## src/vcore_netif_cfg.svh

```systemverilog
// vcore network interface configuration
`ifndef VCORE_NETIF_CFG_SVH
`define VCORE_NETIF_CFG_SVH

// word and packet address widths
`define VNI_DATA_WIDTH 32
`define VNI_ADDR_WIDTH 28

// mesh coordinates
`define VNI_X_CORD_WIDTH 6
`define VNI_Y_CORD_WIDTH 5
// coordinate fields inside a global eva
`define VNI_GLOBAL_CORD_WIDTH 6

`define VNI_LOAD_ID_WIDTH 12
`define VNI_DRAM_CH_ADDR_WIDTH 25
`define VNI_EPA_WORD_ADDR_WIDTH 16

// send credits
`define VNI_MAX_OUT_CREDITS 16

// queue depths
`define VNI_REQ_FIFO_DEPTH 4
`define VNI_RESP_FIFO_DEPTH 4

`endif

```

## src/vcore_netif_pkg.sv

```systemverilog
// vcore network interface types
`default_nettype none

`include "vcore_netif_cfg.svh"

package vcore_netif_pkg;

  typedef enum logic [1:0] {
    e_remote_load    = 2'b00,
    e_remote_store   = 2'b01,
    e_remote_swap_aq = 2'b10,
    e_remote_swap_rl = 2'b11
  } packet_op_e;

  typedef logic [$clog2(`VNI_MAX_OUT_CREDITS + 1)-1:0] credit_cnt_t;

  // effective address views
  typedef struct packed {
    logic                               is_dram;
    logic [`VNI_X_CORD_WIDTH-1:0]       x_cord;
    logic [`VNI_DRAM_CH_ADDR_WIDTH-1:0] addr;
  } eva_dram_s;

  typedef struct packed {
    logic [1:0]                          remote;
    logic [`VNI_GLOBAL_CORD_WIDTH-1:0]   y_cord;
    logic [`VNI_GLOBAL_CORD_WIDTH-1:0]   x_cord;
    logic [`VNI_EPA_WORD_ADDR_WIDTH-1:0] addr;
    logic [1:0]                          low_bits;
  } eva_global_s;

  typedef struct packed {
    logic [2:0]                          remote;
    logic [`VNI_Y_CORD_WIDTH-1:0]        y_cord;
    logic [`VNI_X_CORD_WIDTH-1:0]        x_cord;
    logic [`VNI_EPA_WORD_ADDR_WIDTH-1:0] addr;
    logic [1:0]                          low_bits;
  } eva_in_group_s;

  // travels as the load id and comes back with the data
  typedef struct packed {
    logic       float_wb;
    logic       icache_fetch;
    logic       is_unsigned_op;
    logic       is_byte_op;
    logic       is_hex_op;
    logic [1:0] part_sel;
    logic [4:0] reg_id;
  } load_info_s;

  typedef struct packed {
    logic                       write_not_read;
    logic                       swap_aq;
    logic                       swap_rl;
    logic [3:0]                 mask;
    logic [31:0]                addr;
    logic [`VNI_DATA_WIDTH-1:0] payload;
  } remote_req_s;

  typedef struct packed {
    logic [`VNI_ADDR_WIDTH-1:0]   addr;
    packet_op_e                   op;
    logic [3:0]                   op_ex;
    logic [`VNI_DATA_WIDTH-1:0]   payload;
    logic [`VNI_Y_CORD_WIDTH-1:0] src_y_cord;
    logic [`VNI_X_CORD_WIDTH-1:0] src_x_cord;
    logic [`VNI_Y_CORD_WIDTH-1:0] y_cord;
    logic [`VNI_X_CORD_WIDTH-1:0] x_cord;
  } netif_packet_s;

  typedef struct packed {
    logic [`VNI_DATA_WIDTH-1:0]    data;
    logic [`VNI_LOAD_ID_WIDTH-1:0] load_id;
  } returned_resp_s;

  typedef struct packed {
    logic [4:0]                 rd;
    logic [`VNI_DATA_WIDTH-1:0] data;
  } load_resp_s;

endpackage

`default_nettype wire

```

## src/netif_fifo.sv

```systemverilog
// small synchronous fifo
`timescale 1ns/10ps
`default_nettype none

module netif_fifo #(
  parameter type payload_t = logic,
  parameter int  depth_p   = 4
) (
  input  wire      clk_i,
  input  wire      reset_i,
  input  wire      v_i,
  input  payload_t data_i,
  output logic     ready_o,
  output logic     v_o,
  output payload_t data_o,
  input  wire      yumi_i,
  output logic     full_o
);

  localparam int ptr_width_lp = (depth_p > 1) ? $clog2(depth_p) : 1;
  localparam int cnt_width_lp = $clog2(depth_p + 1);

  payload_t                mem [depth_p];
  payload_t                head_r;
  logic [ptr_width_lp-1:0] rd_ptr_r;
  logic [ptr_width_lp-1:0] wr_ptr_r;
  logic [ptr_width_lp-1:0] rd_ptr_n;
  logic [cnt_width_lp-1:0] count_r;
  logic                    push;
  logic                    pop;

  function automatic logic [ptr_width_lp-1:0] ptr_inc(input logic [ptr_width_lp-1:0] p);
    return (p == ptr_width_lp'(depth_p - 1)) ? '0 : p + 1'b1;
  endfunction

  assign full_o  = (count_r == cnt_width_lp'(depth_p));
  assign ready_o = ~full_o;
  assign v_o     = (count_r != '0);
  assign data_o  = head_r;

  assign push     = v_i & ready_o;
  assign pop      = yumi_i;
  assign rd_ptr_n = pop ? ptr_inc(rd_ptr_r) : rd_ptr_r;

  always_ff @(posedge clk_i) begin
    if (reset_i) begin
      rd_ptr_r <= '0;
      wr_ptr_r <= '0;
      count_r  <= '0;
    end else begin
      rd_ptr_r <= rd_ptr_n;
      if (push) wr_ptr_r <= ptr_inc(wr_ptr_r);
      case ({push, pop})
        2'b10:   count_r <= count_r + 1'b1;
        2'b01:   count_r <= count_r - 1'b1;
        default: count_r <= count_r;
      endcase
    end
  end

  // storage and registered head with write bypass
  always_ff @(posedge clk_i) begin
    if (push) mem[wr_ptr_r] <= data_i;
    head_r <= (push && (wr_ptr_r == rd_ptr_n)) ? data_i : mem[rd_ptr_n];
  end

  // consumer must only pop a valid head
  a_no_pop_empty: assert property (@(posedge clk_i) disable iff (reset_i)
    yumi_i |-> v_o);

endmodule

`default_nettype wire

```

## src/credit_counter.sv

```systemverilog
// send credit counter
`timescale 1ns/10ps
`default_nettype none

`include "vcore_netif_cfg.svh"

module credit_counter import vcore_netif_pkg::*; (
  input  wire         clk_i,
  input  wire         reset_i,
  input  wire         spend_i,
  input  wire         return_i,
  output credit_cnt_t credits_o
);

  credit_cnt_t credits_r;

  assign credits_o = credits_r;

  // spend and return together leave the count alone
  always_ff @(posedge clk_i) begin
    if (reset_i) begin
      credits_r <= credit_cnt_t'(`VNI_MAX_OUT_CREDITS);
    end else if (spend_i && !return_i) begin
      credits_r <= credits_r - 1'b1;
    end else if (return_i && !spend_i) begin
      credits_r <= credits_r + 1'b1;
    end
  end

  a_no_underflow: assert property (@(posedge clk_i) disable iff (reset_i)
    (spend_i && !return_i) |-> (credits_r != '0));

  // network returns no more credits than were spent
  a_no_overflow: assert property (@(posedge clk_i) disable iff (reset_i)
    (return_i && !spend_i) |-> (credits_r != credit_cnt_t'(`VNI_MAX_OUT_CREDITS)));

endmodule

`default_nettype wire

```

## src/load_packer.sv

```systemverilog
// integer load data packer
`timescale 1ns/10ps
`default_nettype none

`include "vcore_netif_cfg.svh"

module load_packer (
  input  wire  [`VNI_DATA_WIDTH-1:0] mem_data_i,
  input  wire                        unsigned_load_i,
  input  wire                        byte_load_i,
  input  wire                        hex_load_i,
  input  wire  [1:0]                 part_sel_i,
  output logic [`VNI_DATA_WIDTH-1:0] load_data_o
);

  logic [7:0]  byte_sel;
  logic [15:0] half_sel;

  assign byte_sel = mem_data_i[8*part_sel_i +: 8];
  // halfword picked by the upper select bit
  assign half_sel = part_sel_i[1] ? mem_data_i[31:16] : mem_data_i[15:0];

  always_comb begin
    if (byte_load_i) begin
      load_data_o = {{(`VNI_DATA_WIDTH-8){~unsigned_load_i & byte_sel[7]}}, byte_sel};
    end else if (hex_load_i) begin
      load_data_o = {{(`VNI_DATA_WIDTH-16){~unsigned_load_i & half_sel[15]}}, half_sel};
    end else begin
      // full word
      load_data_o = mem_data_i;
    end
  end

endmodule

`default_nettype wire

```

## src/network_tx.sv

```systemverilog
// request translation and response dispatch
`timescale 1ns/10ps
`default_nettype none

`include "vcore_netif_cfg.svh"

module network_tx import vcore_netif_pkg::*; (
  input  wire                          clk_i,
  input  wire                          reset_i,
  input  wire                          req_v_i,
  input  remote_req_s                  req_i,
  output logic                         req_yumi_o,
  output netif_packet_s                out_packet_o,
  output logic                         out_v_o,
  input  wire                          out_ready_i,
  input  credit_cnt_t                  credits_i,
  input  wire  [`VNI_X_CORD_WIDTH-1:0] tgo_x_i,
  input  wire  [`VNI_Y_CORD_WIDTH-1:0] tgo_y_i,
  input  wire  [`VNI_X_CORD_WIDTH-1:0] my_x_i,
  input  wire  [`VNI_Y_CORD_WIDTH-1:0] my_y_i,
  input  wire                          resp_v_i,
  input  returned_resp_s               resp_i,
  input  wire                          resp_full_i,
  output logic                         resp_yumi_o,
  output logic                         ifetch_v_o,
  output logic [`VNI_DATA_WIDTH-1:0]   ifetch_instr_o,
  output logic                         float_resp_v_o,
  output load_resp_s                   float_resp_o,
  output logic                         int_resp_v_o,
  output load_resp_s                   int_resp_o,
  output logic                         int_resp_force_o,
  input  wire                          int_resp_yumi_i
);

  eva_dram_s     dram_eva;
  eva_global_s   global_eva;
  eva_in_group_s group_eva;
  logic          is_dram;
  logic          is_global;
  logic          is_in_group;
  load_info_s    load_info;
  logic [`VNI_DATA_WIDTH-1:0] int_data;

  assign dram_eva    = req_i.addr;
  assign global_eva  = req_i.addr;
  assign group_eva   = req_i.addr;
  assign is_dram     = dram_eva.is_dram;
  assign is_global   = (global_eva.remote == 2'b01);
  assign is_in_group = (group_eva.remote == 3'b001);

  always_comb begin
    out_packet_o.op_ex      = req_i.mask;
    out_packet_o.payload    = req_i.payload;
    out_packet_o.src_y_cord = my_y_i;
    out_packet_o.src_x_cord = my_x_i;
    // swaps take priority over plain stores
    if (req_i.swap_aq)             out_packet_o.op = e_remote_swap_aq;
    else if (req_i.swap_rl)        out_packet_o.op = e_remote_swap_rl;
    else if (req_i.write_not_read) out_packet_o.op = e_remote_store;
    else                           out_packet_o.op = e_remote_load;

    if (is_dram) begin
      out_packet_o.y_cord = '1;
      out_packet_o.x_cord = dram_eva.x_cord;
      out_packet_o.addr   = `VNI_ADDR_WIDTH'(dram_eva.addr);
    end else if (is_global) begin
      out_packet_o.y_cord = `VNI_Y_CORD_WIDTH'(global_eva.y_cord);
      out_packet_o.x_cord = `VNI_X_CORD_WIDTH'(global_eva.x_cord);
      out_packet_o.addr   = `VNI_ADDR_WIDTH'(global_eva.addr);
    end else if (is_in_group) begin
      // group origin offset, wraps in the mesh
      out_packet_o.y_cord = `VNI_Y_CORD_WIDTH'(group_eva.y_cord + tgo_y_i);
      out_packet_o.x_cord = `VNI_X_CORD_WIDTH'(group_eva.x_cord + tgo_x_i);
      out_packet_o.addr   = `VNI_ADDR_WIDTH'(group_eva.addr);
    end else begin
      out_packet_o.y_cord = '0;
      out_packet_o.x_cord = '0;
      out_packet_o.addr   = '0;
    end
  end

  // send only with credit left
  assign out_v_o    = req_v_i & (credits_i != '0);
  assign req_yumi_o = out_v_o & out_ready_i;

  assign load_info = resp_i.load_id;

  load_packer u_load_packer (
    .mem_data_i      (resp_i.data),
    .unsigned_load_i (load_info.is_unsigned_op),
    .byte_load_i     (load_info.is_byte_op),
    .hex_load_i      (load_info.is_hex_op),
    .part_sel_i      (load_info.part_sel),
    .load_data_o     (int_data)
  );

  assign ifetch_instr_o    = resp_i.data;
  assign float_resp_o.rd   = load_info.reg_id;
  assign float_resp_o.data = resp_i.data;
  assign int_resp_o.rd     = load_info.reg_id;
  assign int_resp_o.data   = int_data;

  always_comb begin
    ifetch_v_o       = 1'b0;
    float_resp_v_o   = 1'b0;
    int_resp_v_o     = 1'b0;
    int_resp_force_o = 1'b0;
    if (load_info.icache_fetch) begin
      ifetch_v_o  = resp_v_i;
      resp_yumi_o = resp_v_i;
    end else if (load_info.float_wb) begin
      float_resp_v_o = resp_v_i;
      resp_yumi_o    = resp_v_i;
    end else begin
      // full queue forces the integer head out
      int_resp_v_o     = resp_v_i;
      int_resp_force_o = resp_v_i & resp_full_i;
      resp_yumi_o      = resp_v_i & (int_resp_yumi_i | resp_full_i);
    end
  end

  a_valid_eva: assert property (@(posedge clk_i) disable iff (reset_i)
    out_v_o |-> (is_dram || is_global || is_in_group));

endmodule

`default_nettype wire

```

## src/vcore_netif.sv

```systemverilog
// vcore network interface top
`timescale 1ns/10ps
`default_nettype none

`include "vcore_netif_cfg.svh"

module vcore_netif import vcore_netif_pkg::*; (
  input  wire                          clk_i,
  input  wire                          reset_i,
  input  wire                          remote_req_v_i,
  input  remote_req_s                  remote_req_i,
  output logic                         remote_req_yumi_o,
  output netif_packet_s                out_packet_o,
  output logic                         out_v_o,
  input  wire                          out_ready_i,
  input  wire                          out_credit_v_i,
  input  wire                          returned_v_i,
  input  returned_resp_s               returned_resp_i,
  output logic                         returned_ready_o,
  input  wire  [`VNI_X_CORD_WIDTH-1:0] tgo_x_i,
  input  wire  [`VNI_Y_CORD_WIDTH-1:0] tgo_y_i,
  input  wire  [`VNI_X_CORD_WIDTH-1:0] my_x_i,
  input  wire  [`VNI_Y_CORD_WIDTH-1:0] my_y_i,
  output logic                         ifetch_v_o,
  output logic [`VNI_DATA_WIDTH-1:0]   ifetch_instr_o,
  output logic                         float_resp_v_o,
  output load_resp_s                   float_resp_o,
  output logic                         int_resp_v_o,
  output load_resp_s                   int_resp_o,
  output logic                         int_resp_force_o,
  input  wire                          int_resp_yumi_i
);

  logic           req_ready;
  logic           req_v;
  remote_req_s    req_head;
  logic           req_yumi;
  logic           resp_v;
  returned_resp_s resp_head;
  logic           resp_full;
  logic           resp_yumi;
  credit_cnt_t    credits;

  // core sees a yumi when the request is taken
  assign remote_req_yumi_o = remote_req_v_i & req_ready;

  netif_fifo #(.payload_t(remote_req_s), .depth_p(`VNI_REQ_FIFO_DEPTH)) u_req_fifo (
    .clk_i, .reset_i, .v_i(remote_req_v_i), .data_i(remote_req_i), .ready_o(req_ready),
    .v_o(req_v), .data_o(req_head), .yumi_i(req_yumi), .full_o()
  );

  netif_fifo #(.payload_t(returned_resp_s), .depth_p(`VNI_RESP_FIFO_DEPTH)) u_resp_fifo (
    .clk_i, .reset_i, .v_i(returned_v_i), .data_i(returned_resp_i), .ready_o(returned_ready_o),
    .v_o(resp_v), .data_o(resp_head), .yumi_i(resp_yumi), .full_o(resp_full)
  );

  credit_counter u_credit_counter (
    .clk_i, .reset_i, .spend_i(req_yumi), .return_i(out_credit_v_i), .credits_o(credits)
  );

  network_tx u_network_tx (
    .clk_i, .reset_i, .req_v_i(req_v), .req_i(req_head), .req_yumi_o(req_yumi),
    .out_packet_o, .out_v_o, .out_ready_i, .credits_i(credits),
    .tgo_x_i, .tgo_y_i, .my_x_i, .my_y_i,
    .resp_v_i(resp_v), .resp_i(resp_head), .resp_full_i(resp_full), .resp_yumi_o(resp_yumi),
    .ifetch_v_o, .ifetch_instr_o, .float_resp_v_o, .float_resp_o,
    .int_resp_v_o, .int_resp_o, .int_resp_force_o, .int_resp_yumi_i
  );

endmodule

`default_nettype wire

```

## config.mk

```make
export PLATFORM = sky130hd
export DESIGN_NAME = vcore_netif
export DESIGN_NICKNAME = d
export VERILOG_FILES = /design/src/vcore_netif_pkg.sv /design/src/netif_fifo.sv /design/src/credit_counter.sv /design/src/load_packer.sv /design/src/network_tx.sv /design/src/vcore_netif.sv
export VERILOG_INCLUDE_DIRS = /design/src /design/src/src
export SDC_FILE = /design/constraint.sdc
export NUM_CORES = 1
export LEC_CHECK = 0
export BUFFER_PORTS_ARGS = -buffer_cell sky130_fd_sc_hd__buf_2
export CAP_MARGIN = 20
export CORE_ASPECT_RATIO = 2
export CORE_MARGIN = 2
export CORE_UTILIZATION = 51
export CTS_CLUSTER_DIAMETER = 100
export DETAILED_ROUTE_END_ITERATION = 10
export PLACE_DENSITY = 0.78
export SLEW_MARGIN = 20
export SYNTH_ARGS = -nofsm -noshare
export SYNTH_HDL_FRONTEND = slang
export SYNTH_SLANG_ARGS = --single-unit
```

## constraint.sdc

```tcl
create_clock -name clk_i -period 3.5 [get_ports clk_i]
set_input_delay 0.875 -clock clk_i [delete_from_list [all_inputs] [get_ports clk_i]]
set_output_delay 0.875 -clock clk_i [all_outputs]
set_load 0.1 [all_outputs]
```

Word level (Yosys, flattened, before mapping)
Memory sizes are Yosys's and may differ from the RTL's. A register that Yosys moved wholly into a read port is not among the register bits.
Index checks and enable logic that the tools add are counted.
{"block": "totals", "register_bits": 19, "ram_bits": 460, "in_bits": 144, "output_inout_bits": 201, "word_cells": 91, "n_memories": 2}
{"name": "u_req_fifo.mem", "depth": 4, "width": 71, "rd": 1, "rd_clocked_by_memory_dff": 1, "write_ports": 1, "line": "netif_fifo.sv:23", "source": "payload_t mem [depth_p];"}
{"name": "u_resp_fifo.mem", "depth": 4, "width": 44, "rd": 1, "rd_clocked_by_memory_dff": 1, "write_ports": 1, "line": "netif_fifo.sv:23"}
{"block": "classes", "n_addsub": 12, "n_eq_ne": 12, "shifts": 1, "mux": 35, "bitwise": 12, "n_reduce_logical": 10}
{"operator": "two-way mux 32 bit", "n": 2}
{"operator": "two-way mux 28 bit", "n": 2}
{"operator": "two-way mux 11 bit", "n": 3}
{"operator": "two-way mux 16 bit", "n": 2}
{"operator": "variable part select 32 x 6 -> 8 bit", "n": 1}
{"operator": "two-way mux 2 bit", "n": 8}
{"operator": "two-way mux 1 bit", "n": 14}
{"operator": "== test 2 bit (second input constant)", "n": 6}
{"operator": "one-hot mux 3 bit (2 select lines)", "n": 2}
{"operator": "two-way mux 5 bit", "n": 2}
{"operator": "adder 2 x 1 -> 2 bit (second input constant)", "n": 4}
{"operator": "AND 1 bit", "n": 8}
{"operator": "adder 3 x 1 -> 3 bit (second input constant)", "n": 2}
{"operator": "adder 6 bit", "n": 1}
{"operator": "== test 2 x 1 -> 1 bit (second input constant)", "n": 3}
{"operator": "== test 3 bit (second input constant)", "n": 2}
{"operator": "nonzero test 2 bit", "n": 3}
{"operator": "nonzero test 3 bit", "n": 2}
{"operator": "subtractor 3 x 1 -> 3 bit (second input constant)", "n": 2}
{"operator": "adder 5 x 1 -> 5 bit (second input constant)", "n": 1}
{"operator": "adder 5 bit", "n": 1}
{"operator": "nonzero test 5 bit", "n": 1}
{"operator": "subtractor 5 x 1 -> 5 bit (second input constant)", "n": 1}
{"operator": "== test 3 x 1 -> 1 bit (second input constant)", "n": 1}
{"operator": "other kinds (4)", "n": 8}

Longest topological paths before layout
{"block": "depth", "ltp_word": 7, "depth_mapped": 13, "ltp_nobuf": 12}

By module
Synthesis repeated with hierarchy kept, for this count alone.
{"block": "unflattened", "cells_unflattened": 1099, "area_unflattened_um2": 20472.1}
{"module": "netif_fifo at u_req_fifo", "instances": 1, "cells_each": 417, "area_each_um2": 10692.8, "seq_area_each_um2": 8708.4}
{"module": "netif_fifo at u_resp_fifo", "instances": 1, "cells_each": 280, "area_each_um2": 6814.0, "seq_area_each_um2": 5465.2}
{"module": "network_tx", "instances": 1, "cells_each": 247, "area_each_um2": 1786.7, "seq_area_each_um2": 0.0}
{"module": "load_packer", "instances": 1, "cells_each": 110, "area_each_um2": 802.0, "seq_area_each_um2": 0.0}
{"module": "credit_counter", "instances": 1, "cells_each": 44, "area_each_um2": 370.4, "seq_area_each_um2": 100.1}
{"module": "vcore_netif", "instances": 1, "cells_each": 1, "area_each_um2": 6.3, "seq_area_each_um2": 0.0}

Worst setup path after synthesis
Ideal clock, no wire load.
{"block": "synth_timing", "path_type": "register to output", "startpoint": "register with a tool-made name", "endpoint": "output out_packet_o[10] (netlist name)", "t_arrival_ns": 5.787, "t_required_ns": 2.625, "path_slack_ns": -3.162, "path_stages_with_launch": 10, "path_buffers": 2, "cell_sequence": "dfxtp_1 -> buf_2 -> buf_4 -> mux4_2 -> ha_1 -> fa_1 -> a21o_1 -> a21oi_1 -> xnor2_1 -> o311ai_0"}
{"element": "end, declared", "line": "vcore_netif.sv:13", "source": "output netif_packet_s out_packet_o,"}

==> summary.md <==
| Metric | Value |
|---|---|
| Port Buffers | `319` |
| Clock transition at the registers of the reported paths | `~0.07 ns` |
| Netlist cell types | `between 50 and 60` |
| HP Start | `u_resp_fifo.wr_ptr_r[1]` |
| Share of layout cells above drive strength 1 | `between 50 and 60%` |
| Vias per inst | `between 5 and 6` |
| Post-CTS Hold Fix Bufs | `0` |
| M1 WL | `roughly 17 mm` |
| Synthesis-to-layout area growth | `33.6%` |
| Synth area leader | `edfxtp_1` |
| CTS Buffer Depth | `3` |
| Pin count of the biggest net entering global routing | `40` |
| Layout Utilization | `just under 70%` |
| Transition time of the tightest slew-check pin | `around 0.61 ns` |
| TritonCTS Buffers | `40` |
| Clock latency reported for the late side of the worst-skew pair | `0.55 ns` |
| WL final | `55.3 mm` |
| Clock sinks | `just under 500` |
| Hpwl dp | `between 30 and 40 mm` |
| Clock skew | `just under 0.02 ns` |
| CTS tree | `done` |
| Minimum clock period | `around 4 ns` |
| Proportion of synthesized chip area in sequential cells | `roughly 72%` |
| DRC viols | `0` |
| CP Class | `flip-flop to output pin` |
| Max Cap Viol | `0` |
| H-tree lvl count | `2` |
| GPL Wtd Cong | `~0.93` |
| Hold depth | `2` |
| Failing checks | `negative setup slack` |
| Final count of negative-setup-slack endpoints | `50` |
| Routed via count | `between 10000 and 15000` |
| Worst stage delay on the critical path | `around 0.6 ns` |
| Initial antenna violation count | `10` |
| Fill count | `between 2000 and 2500` |
| First drt pass iteration count | `5` |
| Core Region | `slightly below 40000 µm²` |
| Final #Nets | `between 1500 and 2000` |
| WL/cell | `between 20 and 30 µm` |
| FF-to-FF End | `u_resp_fifo.count_r[2]` |
| Most frequent CP cell | `buf_6` |
| Die Y | `between 200 and 300 µm` |
| Commonest non-fill, non-tap cell in the layout | `edfxtp_1` |
| Max Freq | `roughly 240 MHz` |
| Row cnt | `102` |
| Status | `finished, violations left` |
| GRT overflow | `0` |
| Cells after Synth | `about 1000` |
| Asr flop ratio synth | `0%` |
| Min-Delay Endpoint | `u_resp_fifo.wr_ptr_r[1]` |
| Ratio of final minimum period to clock period | `117%` |
| Post-synthesis register bit count | `483` |
| Post-synth EDFFs | `between 400 and 500` |
| Ys Warns | `0` |
| Slew HR | `about three fifths` |
| Placed instance area | `approximately 23000 µm²` |
| Top cell type's share of synthesized area | `69.7%` |
| Synthesized area per cell | `roughly 20 µm²` |
| First DRT Iteration DRCs | `roughly 840` |
| Die X | `between 100 and 150 µm` |
| Final Cell Area | `approximately 26000 µm²` |
| RSZ-0062 raised after global routing | `yes` |
| Synth Flop Type | `edfxtp_1` |
| Critical Path AT | `3.23 ns` |
| Vias in the first global route | `around 12000` |
| CP Buf/Inv Count | `4` |
| Fin. max-slew vios | `0` |
| Reg2Reg Depth | `12` |
| CTS root buf | `clkbuf_16` |
| Mapped cell area | `around 20000 µm²` |
| Crit-path leading delay family | `multiplexers` |
| Uppermost layer routed | `met5` |
| Post-route setup slack | `-0.601 ns` |
| Commonest cells after routing, fill and taps aside | `edfxtp_1, buf_2, mux4_2` |
| ANT nets after route | `0` |
| CP cell instances | `buf_6 -> buf_6 -> mux4_2 -> mux2i_2 -> nor3_4 -> nor2_4 -> buf_8 -> nand2_2 -> buf_12` |
| Crit path required time | `around 2.6 ns` |
| DIE AREA | `40500 µm²` |
| Worst Setup Start Kind | `flip-flop` |
| Crit end category | `output pin` |
| IO Count | `345` |
| Global-route wire length before repair | `72.4 mm` |
| Met2 Wirelength | `30.4 mm` |
| Type of the worst min-delay path | `flip-flop to flip-flop` |
| Hold Fails Final Rpt | `0` |
| Crit path max-delay cell type | `mux4_2` |
| Total Routing Usage GR | `roughly a quarter` |
| Routed wl met3 | `4.62 mm` |
| Initial Util | `a little over 50%` |
| Synth top area cells | `edfxtp_1, mux4_2, dfxtp_1` |
| FF-to-FF setup slack | `~0.57 ns` |
| Critical-path maximum fanout | `8` |
-- final cells by class --
class	instances	area (µm²)	share of cell area [%]
Clock inverter	20	235	0.888
Sequential cell	483	14300	54.0
Antenna cell	4	10.0	0.0378
Tap cell	520	651	2.46
Clock buffer	53	1050	3.96
Multi-Input combinational cell	421	5860	22.1
Inverter	24	92.6	0.350
Timing Repair Buffer	461	4290	16.2
-- how the worst max path moves through the flow --
stage | depth (start not counted) | from | end | slack, ns
after floorplan | 6 | flip-flop | int_resp_o[14] | -0.55
after global placement | 9 | tgo_y_i[0] | out_packet_o[10] | -0.07
after detailed placement | 9 | tgo_y_i[0] | out_packet_o[10] | -0.10
after CTS | 9 | flip-flop | out_packet_o[5] | -0.47
after global routing | 10 | flip-flop | out_packet_o[10] | -0.68
final | 9 | flip-flop | int_resp_o[16] | -0.60
-- kinds of logic (layout without fill, tap and decap cells) --
| family | count (synthesis) | count (layout) | synth area share [%] |
|---|---|---|---|
| buffers and inverters | 117 | 558 | 3.53 |
| multiplexers | 163 | 164 | 15.6 |
| XOR/XNOR | 14 | 14 | 0.619 |
| AO/OA/AOI/OAI | 92 | 92 | 3.17 |
| AND/OR/NAND/NOR | 120 | 120 | 3.07 |
| flip-flops | 483 | 483 | 72.0 |
| adder cells (fa/ha/maj) | 28 | 28 | 1.92 |
| other | 1 | 7 | 0.0189 |
-- repair_timing --
action | 4_1_cts | 5_1_grt
setup endpoints to repair | 103 | 72
pin swaps | 33 | 28
gates cloned | 7 | 3
setup buffers | 53 | 19
endpoints found under the hold margin | 0 | 0
resized for setup | 168 | 70
-- metrics by stage --
step | worst slack, ns | instances | TNS [ns] | hold WS (ns)
floorplan | -0.549 | 1020 | -6.93 | 0.469
detailed placement | -0.104 | 1831 | -0.104 | 0.496
finish | -0.601 | 1986 | -14.26 | 0.503
CTS | -0.473 | 1963 | -8.60 | 0.505
global placement | -0.0736 | 1831 | -0.0736 | 0.482
global route | -0.682 | 1985 | -17.87 | 0.522
-- worst register-to-register path, stage by stage, from the launching register on --
cell and delay (ns):
dfxtp_4 0.45, buf_6 0.16, buf_4 0.11, mux4_2 0.52, or2_4 0.28, o31ai_4 0.26
inv_1 0.10, ha_1 0.21, inv_1 0.07, fa_1 0.17, xor2_1 0.07, or3_1 0.31
a21oi_1 0.14
-- metal layers --
metal  vias to the layer above  track usage, %
li1                       4889               -
met1                      5910            24.5
met2                       646            45.1
met3                       177            5.42
met4                        10            15.5
met5                         -               0
-- state kept, by name (all words and copies together), names as in the netlist, named ones only --
signal,cells
u_req_fifo.mem,284
u_resp_fifo.mem,176
u_credit_counter.credits_o,5
u_req_fifo.count_r,3
u_resp_fifo.count_r,3
u_req_fifo.rd_ptr_r,2
u_req_fifo.wr_ptr_r,2
u_resp_fifo.rd_ptr_r,2
u_resp_fifo.wr_ptr_r,2
-- Yosys cell counts (4+ instances only) --
| library cell | count |
|---|---|
| dfxtp_1 | 23 |
| nand2_1 | 41 |
| nor2b_1 | 6 |
| buf_4 | 54 |
| buf_6 | 5 |
| or3_1 | 4 |
| clkbuf_1 | 15 |
| and2_1 | 13 |
| o21ai_0 | 13 |
| a211oi_1 | 4 |
| o22ai_1 | 8 |
| a22o_1 | 16 |
| buf_2 | 16 |
| xor2_1 | 9 |
| edfxtp_1 | 460 |
| inv_1 | 24 |
| mux4_2 | 112 |
| nor3_1 | 5 |
| nor3b_1 | 5 |
| and3_1 | 4 |
| xnor2_1 | 5 |
| a21oi_1 | 28 |
| nor2_1 | 27 |
| mux2i_1 | 27 |
| fa_1 | 4 |
| a221o_1 | 5 |
| ha_1 | 24 |
| a21o_1 | 5 |
| mux2_2 | 20 |
Power is not shown: default switching activity piles up to over one toggle a cycle in this logic, so the estimate is an artifact.
